==> src/hdl/div_pkg.sv <==
package div_pkg;

  localparam int op_width = 16;
  localparam int count_width = 5;

  // Byte offsets within the 16-byte register window.
  localparam logic [3:0] addr_operands = 4'h0;
  localparam logic [3:0] addr_control  = 4'h4;
  localparam logic [3:0] addr_status   = 4'h8;
  localparam logic [3:0] addr_result   = 4'hc;

  localparam logic [1:0] resp_okay   = 2'b00;
  localparam logic [1:0] resp_slverr = 2'b10;

  // Operand word: hi is the dividend, lo the divisor.
  // Result word: hi is the quotient, lo the remainder.
  typedef union packed {
    logic [2*op_width-1:0] raw;
    struct packed {
      logic [op_width-1:0] hi;
      logic [op_width-1:0] lo;
    } half;
  } div_word_u;

endpackage

==> src/hdl/div_ctrl_if.sv <==
interface div_ctrl_if;

  logic init;
  logic shift;
  logic load;
  logic done;
  logic trial_neg;
  logic count_zero;

  modport control (
    output init,
    output shift,
    output load,
    output done,
    input  trial_neg,
    input  count_zero
  );

  modport datapath (
    input  init,
    input  shift,
    input  load,
    output trial_neg,
    output count_zero
  );

endinterface

==> src/hdl/div_axil_regs.sv <==
module div_axil_regs
  import div_pkg::*;
(
  input  logic                clk,
  input  logic                rst,
  input  logic [3:0]          awaddr,
  input  logic                awvalid,
  output logic                awready,
  input  logic [31:0]         wdata,
  input  logic                wvalid,
  output logic                wready,
  output logic [1:0]          bresp,
  output logic                bvalid,
  input  logic                bready,
  input  logic [3:0]          araddr,
  input  logic                arvalid,
  output logic                arready,
  output logic [31:0]         rdata,
  output logic [1:0]          rresp,
  output logic                rvalid,
  input  logic                rready,
  output logic                start,
  output logic [op_width-1:0] dividend,
  output logic [op_width-1:0] divisor,
  input  logic                busy,
  input  logic                done,
  input  logic [op_width-1:0] quotient,
  input  logic [op_width-1:0] remainder
);

  div_word_u operands;
  div_word_u result;
  logic      zero_div;
  logic      core_busy;
  logic      busy_q;
  logic      wr_fire;
  logic      rd_fire;

  function automatic logic is_mapped(input logic [3:0] addr);
    return (addr == addr_operands) || (addr == addr_control) ||
           (addr == addr_status) || (addr == addr_result);
  endfunction

  // Start pulse counts as busy until the FSM leaves its start state.
  assign core_busy = busy | start;
  assign wr_fire = awvalid & awready & wvalid & wready;
  assign rd_fire = arvalid & arready;
  assign dividend = operands.half.hi;
  assign divisor  = operands.half.lo;

  always_ff @(posedge clk) begin
    if (rst) begin
      awready <= 1'b0;
      wready  <= 1'b0;
      bvalid  <= 1'b0;
    end else begin
      awready <= awvalid & wvalid & ~bvalid & ~awready;
      wready  <= awvalid & wvalid & ~bvalid & ~awready;
      if (wr_fire) begin
        bvalid <= 1'b1;
      end else if (bready) begin
        bvalid <= 1'b0;
      end
    end
  end

  always_ff @(posedge clk) begin
    if (wr_fire) begin
      bresp <= is_mapped(awaddr) ? resp_okay : resp_slverr;
    end
    if (wr_fire && (awaddr == addr_operands) && !core_busy) begin
      operands.raw <= wdata;
    end
  end

  always_ff @(posedge clk) begin
    if (rst) begin
      start      <= 1'b0;
      zero_div   <= 1'b0;
      busy_q     <= 1'b0;
      result.raw <= '0;
    end else begin
      start <= wr_fire && (awaddr == addr_control) && wdata[0] && !core_busy;
      busy_q <= core_busy;
      if (start) begin
        zero_div <= 1'b0;
      end else if (done && (divisor == '0)) begin
        zero_div <= 1'b1;
      end
      if (done) begin
        result.half.hi <= quotient;
        result.half.lo <= remainder;
      end
    end
  end

  always_ff @(posedge clk) begin
    if (rst) begin
      arready <= 1'b0;
      rvalid  <= 1'b0;
    end else begin
      arready <= arvalid & ~rvalid & ~arready;
      if (rd_fire) begin
        rvalid <= 1'b1;
      end else if (rready) begin
        rvalid <= 1'b0;
      end
    end
  end

  // Status busy falls a cycle after done, once result and flag are held.
  always_ff @(posedge clk) begin
    if (rd_fire) begin
      rresp <= is_mapped(araddr) ? resp_okay : resp_slverr;
      case (araddr)
        addr_operands: rdata <= operands.raw;
        addr_status:   rdata <= {30'd0, zero_div, core_busy | busy_q};
        addr_result:   rdata <= result.raw;
        default:       rdata <= '0;
      endcase
    end
  end

  // Responses hold, with stable codes, until accepted.
  a_bvalid_hold: assert property (
    @(posedge clk) disable iff (rst) bvalid && !bready |=> bvalid && $stable(bresp)
  );
  a_rvalid_hold: assert property (
    @(posedge clk) disable iff (rst) rvalid && !rready |=> rvalid && $stable(rdata)
  );

endmodule

==> src/hdl/div_control.sv <==
module div_control (
  input  logic        clk,
  input  logic        rst,
  input  logic        start,
  output logic        busy,
  div_ctrl_if.control ctrl
);

  localparam logic [2:0] st_start = 3'd0;
  localparam logic [2:0] st_shift = 3'd1;
  localparam logic [2:0] st_check = 3'd2;
  localparam logic [2:0] st_load  = 3'd3;
  localparam logic [2:0] st_done  = 3'd4;

  logic [2:0] state;
  logic [2:0] state_next;

  always_ff @(posedge clk) begin
    if (rst) begin
      state <= st_start;
    end else begin
      state <= state_next;
    end
  end

  always_comb begin
    state_next = state;
    case (state)
      st_start: begin
        if (start) begin
          state_next = st_shift;
        end
      end
      st_shift: begin
        state_next = st_check;
      end
      st_check: begin
        // Negative trial keeps the old remainder.
        if (!ctrl.trial_neg) begin
          state_next = st_load;
        end else if (ctrl.count_zero) begin
          state_next = st_done;
        end else begin
          state_next = st_shift;
        end
      end
      st_load: begin
        state_next = ctrl.count_zero ? st_done : st_shift;
      end
      st_done: begin
        state_next = st_start;
      end
      default: begin
        state_next = st_start;
      end
    endcase
  end

  // Strobes decode straight from the state.
  assign ctrl.init  = (state == st_start);
  assign ctrl.shift = (state == st_shift);
  assign ctrl.load  = (state == st_load);
  assign ctrl.done  = (state == st_done);
  assign busy = (state != st_start) && (state != st_done);

  // Start only arrives while the FSM is idle.
  a_start_idle: assert property (
    @(posedge clk) disable iff (rst) start |-> ctrl.init
  );

endmodule

==> src/hdl/div_datapath.sv <==
module div_datapath
  import div_pkg::*;
(
  input  logic                clk,
  input  logic                rst,
  input  logic [op_width-1:0] dividend,
  input  logic [op_width-1:0] divisor,
  output logic [op_width-1:0] quotient,
  output logic [op_width-1:0] remainder,
  div_ctrl_if.datapath        dp
);

  // One extra bit, since a shifted remainder can reach twice the divisor.
  logic [op_width:0]      rem_q;
  logic [op_width-1:0]    quo_q;
  logic [op_width-1:0]    div_q;
  logic [count_width-1:0] count_q;
  logic [op_width+1:0]    trial;

  assign trial = {1'b0, rem_q} - {2'b00, div_q};

  assign dp.trial_neg  = trial[op_width+1];
  assign dp.count_zero = (count_q == '0);
  assign quotient  = quo_q;
  assign remainder = rem_q[op_width-1:0];

  always_ff @(posedge clk) begin
    if (rst) begin
      count_q <= '0;
    end else if (dp.init) begin
      count_q <= count_width'(op_width);
    end else if (dp.shift) begin
      count_q <= count_q - 1'b1;
    end
  end

  always_ff @(posedge clk) begin
    if (dp.init) begin
      rem_q <= '0;
      quo_q <= dividend;
      div_q <= divisor;
    end else if (dp.shift) begin
      // Remainder and quotient shift as one word.
      {rem_q, quo_q} <= {rem_q[op_width-1:0], quo_q, 1'b0};
    end else if (dp.load) begin
      rem_q    <= trial[op_width:0];
      quo_q[0] <= 1'b1;
    end
  end

  // Sequencing never asks for a shift past the last bit.
  a_count_no_underflow: assert property (
    @(posedge clk) disable iff (rst) dp.shift |-> (count_q != '0)
  );

endmodule

==> src/hdl/div_top.sv <==
module div_top
  import div_pkg::*;
(
  input  logic        clk,
  input  logic        rst,
  input  logic [3:0]  awaddr,
  input  logic        awvalid,
  output logic        awready,
  input  logic [31:0] wdata,
  input  logic        wvalid,
  output logic        wready,
  output logic [1:0]  bresp,
  output logic        bvalid,
  input  logic        bready,
  input  logic [3:0]  araddr,
  input  logic        arvalid,
  output logic        arready,
  output logic [31:0] rdata,
  output logic [1:0]  rresp,
  output logic        rvalid,
  input  logic        rready
);

  logic                start;
  logic                busy;
  logic [op_width-1:0] dividend;
  logic [op_width-1:0] divisor;
  logic [op_width-1:0] quotient;
  logic [op_width-1:0] remainder;

  div_ctrl_if ctrl_bus ();

  div_axil_regs u_regs (
    .clk       (clk),
    .rst       (rst),
    .awaddr    (awaddr),
    .awvalid   (awvalid),
    .awready   (awready),
    .wdata     (wdata),
    .wvalid    (wvalid),
    .wready    (wready),
    .bresp     (bresp),
    .bvalid    (bvalid),
    .bready    (bready),
    .araddr    (araddr),
    .arvalid   (arvalid),
    .arready   (arready),
    .rdata     (rdata),
    .rresp     (rresp),
    .rvalid    (rvalid),
    .rready    (rready),
    .start     (start),
    .dividend  (dividend),
    .divisor   (divisor),
    .busy      (busy),
    .done      (ctrl_bus.done),
    .quotient  (quotient),
    .remainder (remainder)
  );

  div_control u_control (
    .clk   (clk),
    .rst   (rst),
    .start (start),
    .busy  (busy),
    .ctrl  (ctrl_bus.control)
  );

  div_datapath u_datapath (
    .clk       (clk),
    .rst       (rst),
    .dividend  (dividend),
    .divisor   (divisor),
    .quotient  (quotient),
    .remainder (remainder),
    .dp        (ctrl_bus.datapath)
  );

endmodule

==> config.mk <==
export PLATFORM = sky130hd
export DESIGN_NAME = div_top
export DESIGN_NICKNAME = d
export VERILOG_FILES = /design/src/hdl/div_pkg.sv /design/src/hdl/div_ctrl_if.sv /design/src/hdl/div_axil_regs.sv /design/src/hdl/div_control.sv /design/src/hdl/div_datapath.sv /design/src/hdl/div_top.sv
export SDC_FILE = /design/constraint.sdc
export NUM_CORES = 1
export LEC_CHECK = 0
export ABC_AREA = 1
export BUFFER_PORTS_ARGS = -buffer_cell sky130_fd_sc_hd__buf_4
export CAP_MARGIN = 30
export CORE_UTILIZATION = 55
export DETAILED_ROUTE_END_ITERATION = 6
export GPL_ROUTABILITY_DRIVEN = 0
export PLACE_DENSITY_LB_ADDON = 0.08
export REMOVE_ABC_BUFFERS = 1
export SLEW_MARGIN = 30
export SYNTH_ARGS = -nofsm -noshare
export SYNTH_HDL_FRONTEND = slang
export SYNTH_HIERARCHICAL = 1
export SYNTH_SLANG_ARGS = --single-unit
==> constraint.sdc <==
create_clock -name clk -period 7.3 [get_ports clk]
set_input_delay 0.73 -clock clk [delete_from_list [all_inputs] [get_ports clk]]
set_output_delay 0.73 -clock clk [all_outputs]
set_load 0.05 [all_outputs]
==> run summary, run 1 <==
Run status: completed
Fin cells: 1079
GRT Overall Usage: 24.5%
Pwr/cell area: 229 nW/um^2
Worst IR Drop VDD: 169 uV
Synth top cells by count: nand2_1, edfxtp_1, nor2_1
FF-to-FF Start: u_control/state[2]$_SDFFE_PP0P_
Mean Syn Cell Area: 8.91 um^2
PortBufs: 85
Clock-pin transition on the worst setup and hold timing paths: 0.06 ns
DR iter-0 viols: 340
Slew headroom: 45.9%
Final #Nets: 960
Initial Util: 57.4%
EDFF count, synth: 98
Clock tree sinks: 162
TritonCTS clock tree: built
Worst Setup Slack, final: 4.65 ns
WP buf/inv: 3
Slowest-stage cell, CP: nand2_1
Setup crit start kind: flop
Crit. Startpoint: u_control/state[2]$_SDFFE_PP0P_
Synth Register Bits: 162
DIE HEIGHT: 118 um
Detailed Route WL: 16.1 mm
Post-synthesis cell count: 826
Critical Path RT: 7.45 ns
Hold WS: 0.443 ns
Post-CTS Setup Bufs: 0
Vias in the first global route: 5592
Fin crit share: 36.4%
Ys flop type: edfxtp_1
Largest cells by area after synthesis: edfxtp_1, dfxtp_1, nand2_1
Unrepaired setup endpoints after global routing: no
Final hold vios: 0
YS warnings: 6
IO Pins: 88
Clock Skew: 0.0110 ns
Crit path max fanout: 49
FF+latch area: 4220 um^2
Area share of the largest cell type after synthesis: 40.0%
Leakage: 3.89 nW
CTS root buffer: clkbuf_16
Leading area contributor after synthesis: edfxtp_1
Max Freq: 377 MHz
Post-route cell area: 8640 um^2
Initial antenna violation count: 0
Post-synthesis sequential area ratio: 57.4%
DP Wirelength: 10.7 mm
Dpl ws: 4.64 ns
Skew-Pair Late Insertion Delay: 0.43 ns
Vias per inst: 5.19
Drt drc: 0
Mapped cell area: 7360 um^2
Post-CTS sizing: 0
# fillers: 1024
DP Cell Count: 1047
Critical path type: reg2reg
P&R area growth vs syn: 17.3%
Final setup viols: 0
Total gr overflow: 0
Fin Setup TNS: 0 ns
Row count: 41
Pin count of the biggest net entering global routing: 50
Hold WC Path Type: reg2reg
Drt first pass iters: 5
Count of cell types in the netlist: 42
First-pass GRT wire length: 26.7 mm
DRT antenna net count: 0
Worst slew pin tran: 0.811 ns
Max Slew Vio Count: 0
Placed inst area: 8030 um^2
Slowest stage delay, CP: 0.64 ns
Internal reg-to-reg setup slack: 4.65 ns
Hold path startpoint: u_regs/operands[6]$_DFFE_PP_
Hold-fix buffers, CTS: 0
Avg WL per Cell: 14.9 um
Clock tree buffer depth: 2
Layout cells sized above 1: 18.2%
Most frequent cell after synthesis: nand2_1
Ys async rst share: 0%
Critical Path AT: 2.80 ns
Cell mode on critical path: nand2_1
H-tree depth: 4
Tmin final: 2.65 ns
Area occupied by multi-input gates: 2530 um^2
CP delay by family, top: simple AND/OR/NAND/NOR gates
Worst path cell trace: nor2_2, nand2_1, inv_1, buf_4, inv_1, nand2_1, nand2_1
Routed vias: 5604
Inserted Clock Buffers: 17
DIE WIDTH: 118 um
CORE AREA: 12800 um^2
Max cap viols: 0
Die area: 13900 um^2
CP Capture Type: flop
ANT cells: 0
-- final timing paths --
kind	endpoint	cells past startpoint
hold / removal	u_datapath/div_q[6]$_DFFE_PP_	0
setup reg to reg	u_datapath/quotient[0]$_DFFE_PP_	7
setup / recovery	u_datapath/quotient[0]$_DFFE_PP_	7
hold reg to reg	u_datapath/div_q[6]$_DFFE_PP_	0
-- layer usage --
layer	global-route usage (%)	vias to the layer above	share of wire [%]
met4	8.81	0	1.2
li1	-	2768	-
met5	0	-	0
met1	32.4	2641	46
met3	5.33	22	5.6
met2	39.8	173	47
-- stage by stage --
step	power [mW]	util [%]
6_report	1.98	67.4
5_1_grt	2.03	67.4
4_1_cts	1.99	67.4
3_5_place_dp	1.08	62.6
3_3_place_gp	1.07	62.5
2_1_floorplan	1.04	-
-- logic make-up (layout without fill, tap and decap cells) --
family,Yosys count,in the layout,share of synthesized area [%]
flops,162,162,57.4
compound gates,87,87,6.75
xor+xnor,5,5,0.595
other cells,1,2,0.0509
buf+inv,138,218,8.38
fa+ha+maj,19,19,3.33
simple gates,414,414,23.5
-- state kept, by name, indices dropped and copies added (netlist names) --
register	cells
u_control/state	3
u_datapath/count_q	5
u_datapath/div_q	16
u_datapath/quotient	16
u_datapath/rem_q	17
u_regs/arready	1
u_regs/bresp	1
u_regs/busy_q	1
u_regs/bvalid	1
u_regs/operands	32
u_regs/rdata	32
u_regs/result	32
u_regs/rresp	1
u_regs/rvalid	1
u_regs/start	1
u_regs/wready	1
u_regs/zero_div	1
-- cell type report --
type,count,share of cell area (%)
sequential,162,48.9
multi-input combinational,527,29.3
timing repair buffer,92,8.08
clock buffer,21,5.21
inverter,94,4.08
tap,172,2.49
clock inverter,11,1.88
-- cell usage in the layout, fill, tap and decap left out, types with 2 or more instances in the layout --
cell type     n
o21ai_1       5
nand3_2       2
nor2_1       94
nor3_1        6
a21oi_1      23
clkinv_2      4
or2_0         2
a21oi_2       4
ha_1         18
a31oi_1       4
o21ai_0      35
clkbuf_1      3
or2_2         3
clkbuf_16    17
nand3b_1      3
nand2_2      10
a22oi_1      12
bufinv_16     4
nand3_1      24
nor3_2        3
xor2_1        4
buf_4        91
nor2_2        5
nand2_1     253
inv_1        84
dfxtp_1      64
clkinvlp_4    3
edfxtp_1     98
conb_1        2
inv_2        10
-- power by group --
group          internal, mW  total (mW)  switching (mW)
Clock                 0.578       0.922           0.343
Sequential            0.973       0.977         0.00342
Combinational        0.0294      0.0805          0.0512
Total                  1.58        1.98           0.398
(Power assumes the default switching activity.)
==> run 2: changes to the inputs <==
--- a/config.mk
+++ b/config.mk
@@ -8,7 +8,7 @@
 export ABC_AREA = 1
 export BUFFER_PORTS_ARGS = -buffer_cell sky130_fd_sc_hd__buf_4
 export CAP_MARGIN = 30
-export CORE_UTILIZATION = 55
+export CORE_UTILIZATION = 53
 export DETAILED_ROUTE_END_ITERATION = 6
 export GPL_ROUTABILITY_DRIVEN = 0
 export PLACE_DENSITY_LB_ADDON = 0.08
==> constraint.sdc (replaced) <==
create_clock -name clk -period 2.3 [get_ports clk]
set_input_delay 0.23 -clock clk [delete_from_list [all_inputs] [get_ports clk]]
set_output_delay 0.23 -clock clk [all_outputs]
set_load 0.05 [all_outputs]
==> run summary, run 2 (synthesis results as in run 1) <==
Run status: completed
Worst Setup Slack, final: 0.341 ns
Initial Util: 54.9%
DP Wirelength: 11.2 mm
Critical Path RT: 2.63 ns
CORE AREA: 13400 um^2
DIE WIDTH: 120 um
Internal reg-to-reg setup slack: 0.34 ns
Skew-Pair Late Insertion Delay: 0.43 ns
ANT cells: 0
Drt first pass iters: 5
DRT antenna net count: 0
CTS root buffer: clkbuf_16
Max cap viols: 0
FF-to-FF Start: u_control/state[2]$_SDFFE_PP0P_
Worst IR Drop VDD: 511 uV
PortBufs: 85
Slowest-stage cell, CP: inv_1
Reg-to-reg critical path endpoint: u_datapath/rem_q[1]$_SDFFE_PP0P_
Initial antenna violation count: 0
GRT Overall Usage: 25.7%
Inserted Clock Buffers: 17
Hold-fix buffers, CTS: 32
Post-CTS sizing: 0
Vias in the first global route: 5857
Fin cells: 1126
Post-route cell area: 9040 um^2
End-of-flow core utilization: 67.5%
R2r worst-path depth: 10
Row count: 42
Tmin final: 1.96 ns
Cell mode on critical path: nand2_1
Unrepaired setup endpoints after global routing: no
DR iter-0 viols: 440
TritonCTS clock tree: built
Pwr/cell area: 685 nW/um^2
Critical path type: reg2reg
Crit path max fanout: 15
Routed vias: 5766
Clock-pin transition on the worst setup and hold timing paths: 0.07 ns
CP Capture Type: flop
Clock tree buffer depth: 2
Hold WC Path Type: in2reg
Top Registers: u_regs/operands (32), u_regs/rdata (32), u_regs/result (32)
Final hold vios: 0
P&R area growth vs syn: 22.8%
Detailed Route WL: 17.1 mm
DIE HEIGHT: 120 um
Die area: 14400 um^2
Leakage: 4.07 nW
Placed inst area: 8130 um^2
First-pass GRT wire length: 28.3 mm
Total gr overflow: 0
Fin crit share: 85.2%
Layout cells sized above 1: 18.6%
IO Pins: 88
Clock tree sinks: 162
Vias per inst: 5.12
Final setup viols: 0
Setup crit start kind: flop
Drt drc: 0
Critical Path AT: 2.29 ns
Slowest stage delay, CP: 0.48 ns
Slew headroom: 57.9%
Avg WL per Cell: 15.2 um
Hold worst-path end: u_regs/wready$_SDFF_PP0_
Hold Path Stages: 3
Max Freq: 511 MHz
Commonest non-fill, non-tap cells in the layout: nand2_1, buf_4, edfxtp_1, nor2_1, inv_1
Worst slew pin tran: 0.631 ns
Pin count of the biggest net entering global routing: 34
Post-CTS Setup Bufs: 0
Worst path cell trace: nor2_2, nand2_1, inv_1, inv_2, nand2_1, inv_2, nand2_1, o211ai_1, nand2_1, inv_1
# fillers: 1065
Clock Skew: 0.00826 ns
Most common cell after layout, fill and taps aside: nand2_1
H-tree depth: 4
Max Slew Vio Count: 0
DP Cell Count: 1062
Hold path startpoint: awvalid
Final #Nets: 1003
Dpl ws: 0.398 ns
[run 2: power by group]
group          switching [mW]  internal, mW
Clock                    1.24          1.56
Combinational           0.173         0.131
Sequential             0.0103          3.09
Total                    1.42          4.77
[run 2: per-layer routing]
layer | vias to the layer above | part of all wire (%) | global-route usage [%] | routed length, um
met2 | 176 | 49 | 42.6 | 8310
met4 | 0 | 2.5 | 11.9 | 420
li1 | 2859 | - | - | -
met5 | - | 0 | 0 | 0
met1 | 2704 | 43 | 31.6 | 7390
met3 | 27 | 5.6 | 6.46 | 956
[run 2: worst max-delay path by stage]
stage | start | to | slack [ns] | cells after the start
final | u_control/state[2]$_SDFFE_PP0P_ | u_datapath/rem_q[1]$_SDFFE_PP0P_ | 0.34 | 10
after global routing | u_control/state[2]$_SDFFE_PP0P_ | u_datapath/rem_q[1]$_SDFFE_PP0P_ | 0.22 | 10
after CTS | u_control/state[2]$_SDFFE_PP0P_ | u_datapath/rem_q[1]$_SDFFE_PP0P_ | 0.39 | 10
after detailed placement | u_control/state[2]$_SDFFE_PP0P_ | u_datapath/rem_q[1]$_SDFFE_PP0P_ | 0.40 | 10
after global placement | u_datapath/rem_q[6]$_SDFFE_PP0P_ | u_control/state[0]$_SDFFE_PP0P_ | 0.46 | 13
after floorplan | u_regs/wready$_SDFF_PP0_ | u_regs/operands[0]$_DFFE_PP_ | -2.61 | 2
[run 2: layout make-up]
cell class / count / area (um^2) / share of cell area, %
Sequential cell: 162 / 4220 / 46.7
Multi-Input combinational cell: 527 / 2530 / 28.0
Timing Repair Buffer: 135 / 1120 / 12.4
Clock buffer: 18 / 439 / 4.86
Inverter: 94 / 353 / 3.90
Tap cell: 176 / 220 / 2.44
Clock inverter: 14 / 149 / 1.65
[run 2: critical path: cells and delay by family (launching register included)]
kind            cells  cell delay [ns]
buf+inv             4             0.80
simple gates        5             0.61
compound gates      1             0.09
flops               1             0.35
[run 2: metrics by stage]
stage / hold slack, ns / total power [mW] / setup TNS [ns]
final: 0.0423 / 6.20 / 0
after global routing: 0.0403 / 6.39 / 0
after CTS: 0.0270 / 6.24 / 0
after detailed placement: 0.409 / 3.42 / 0
after global placement: 0.408 / 3.42 / 0
after floorplan: 0.292 / 3.29 / -89.72
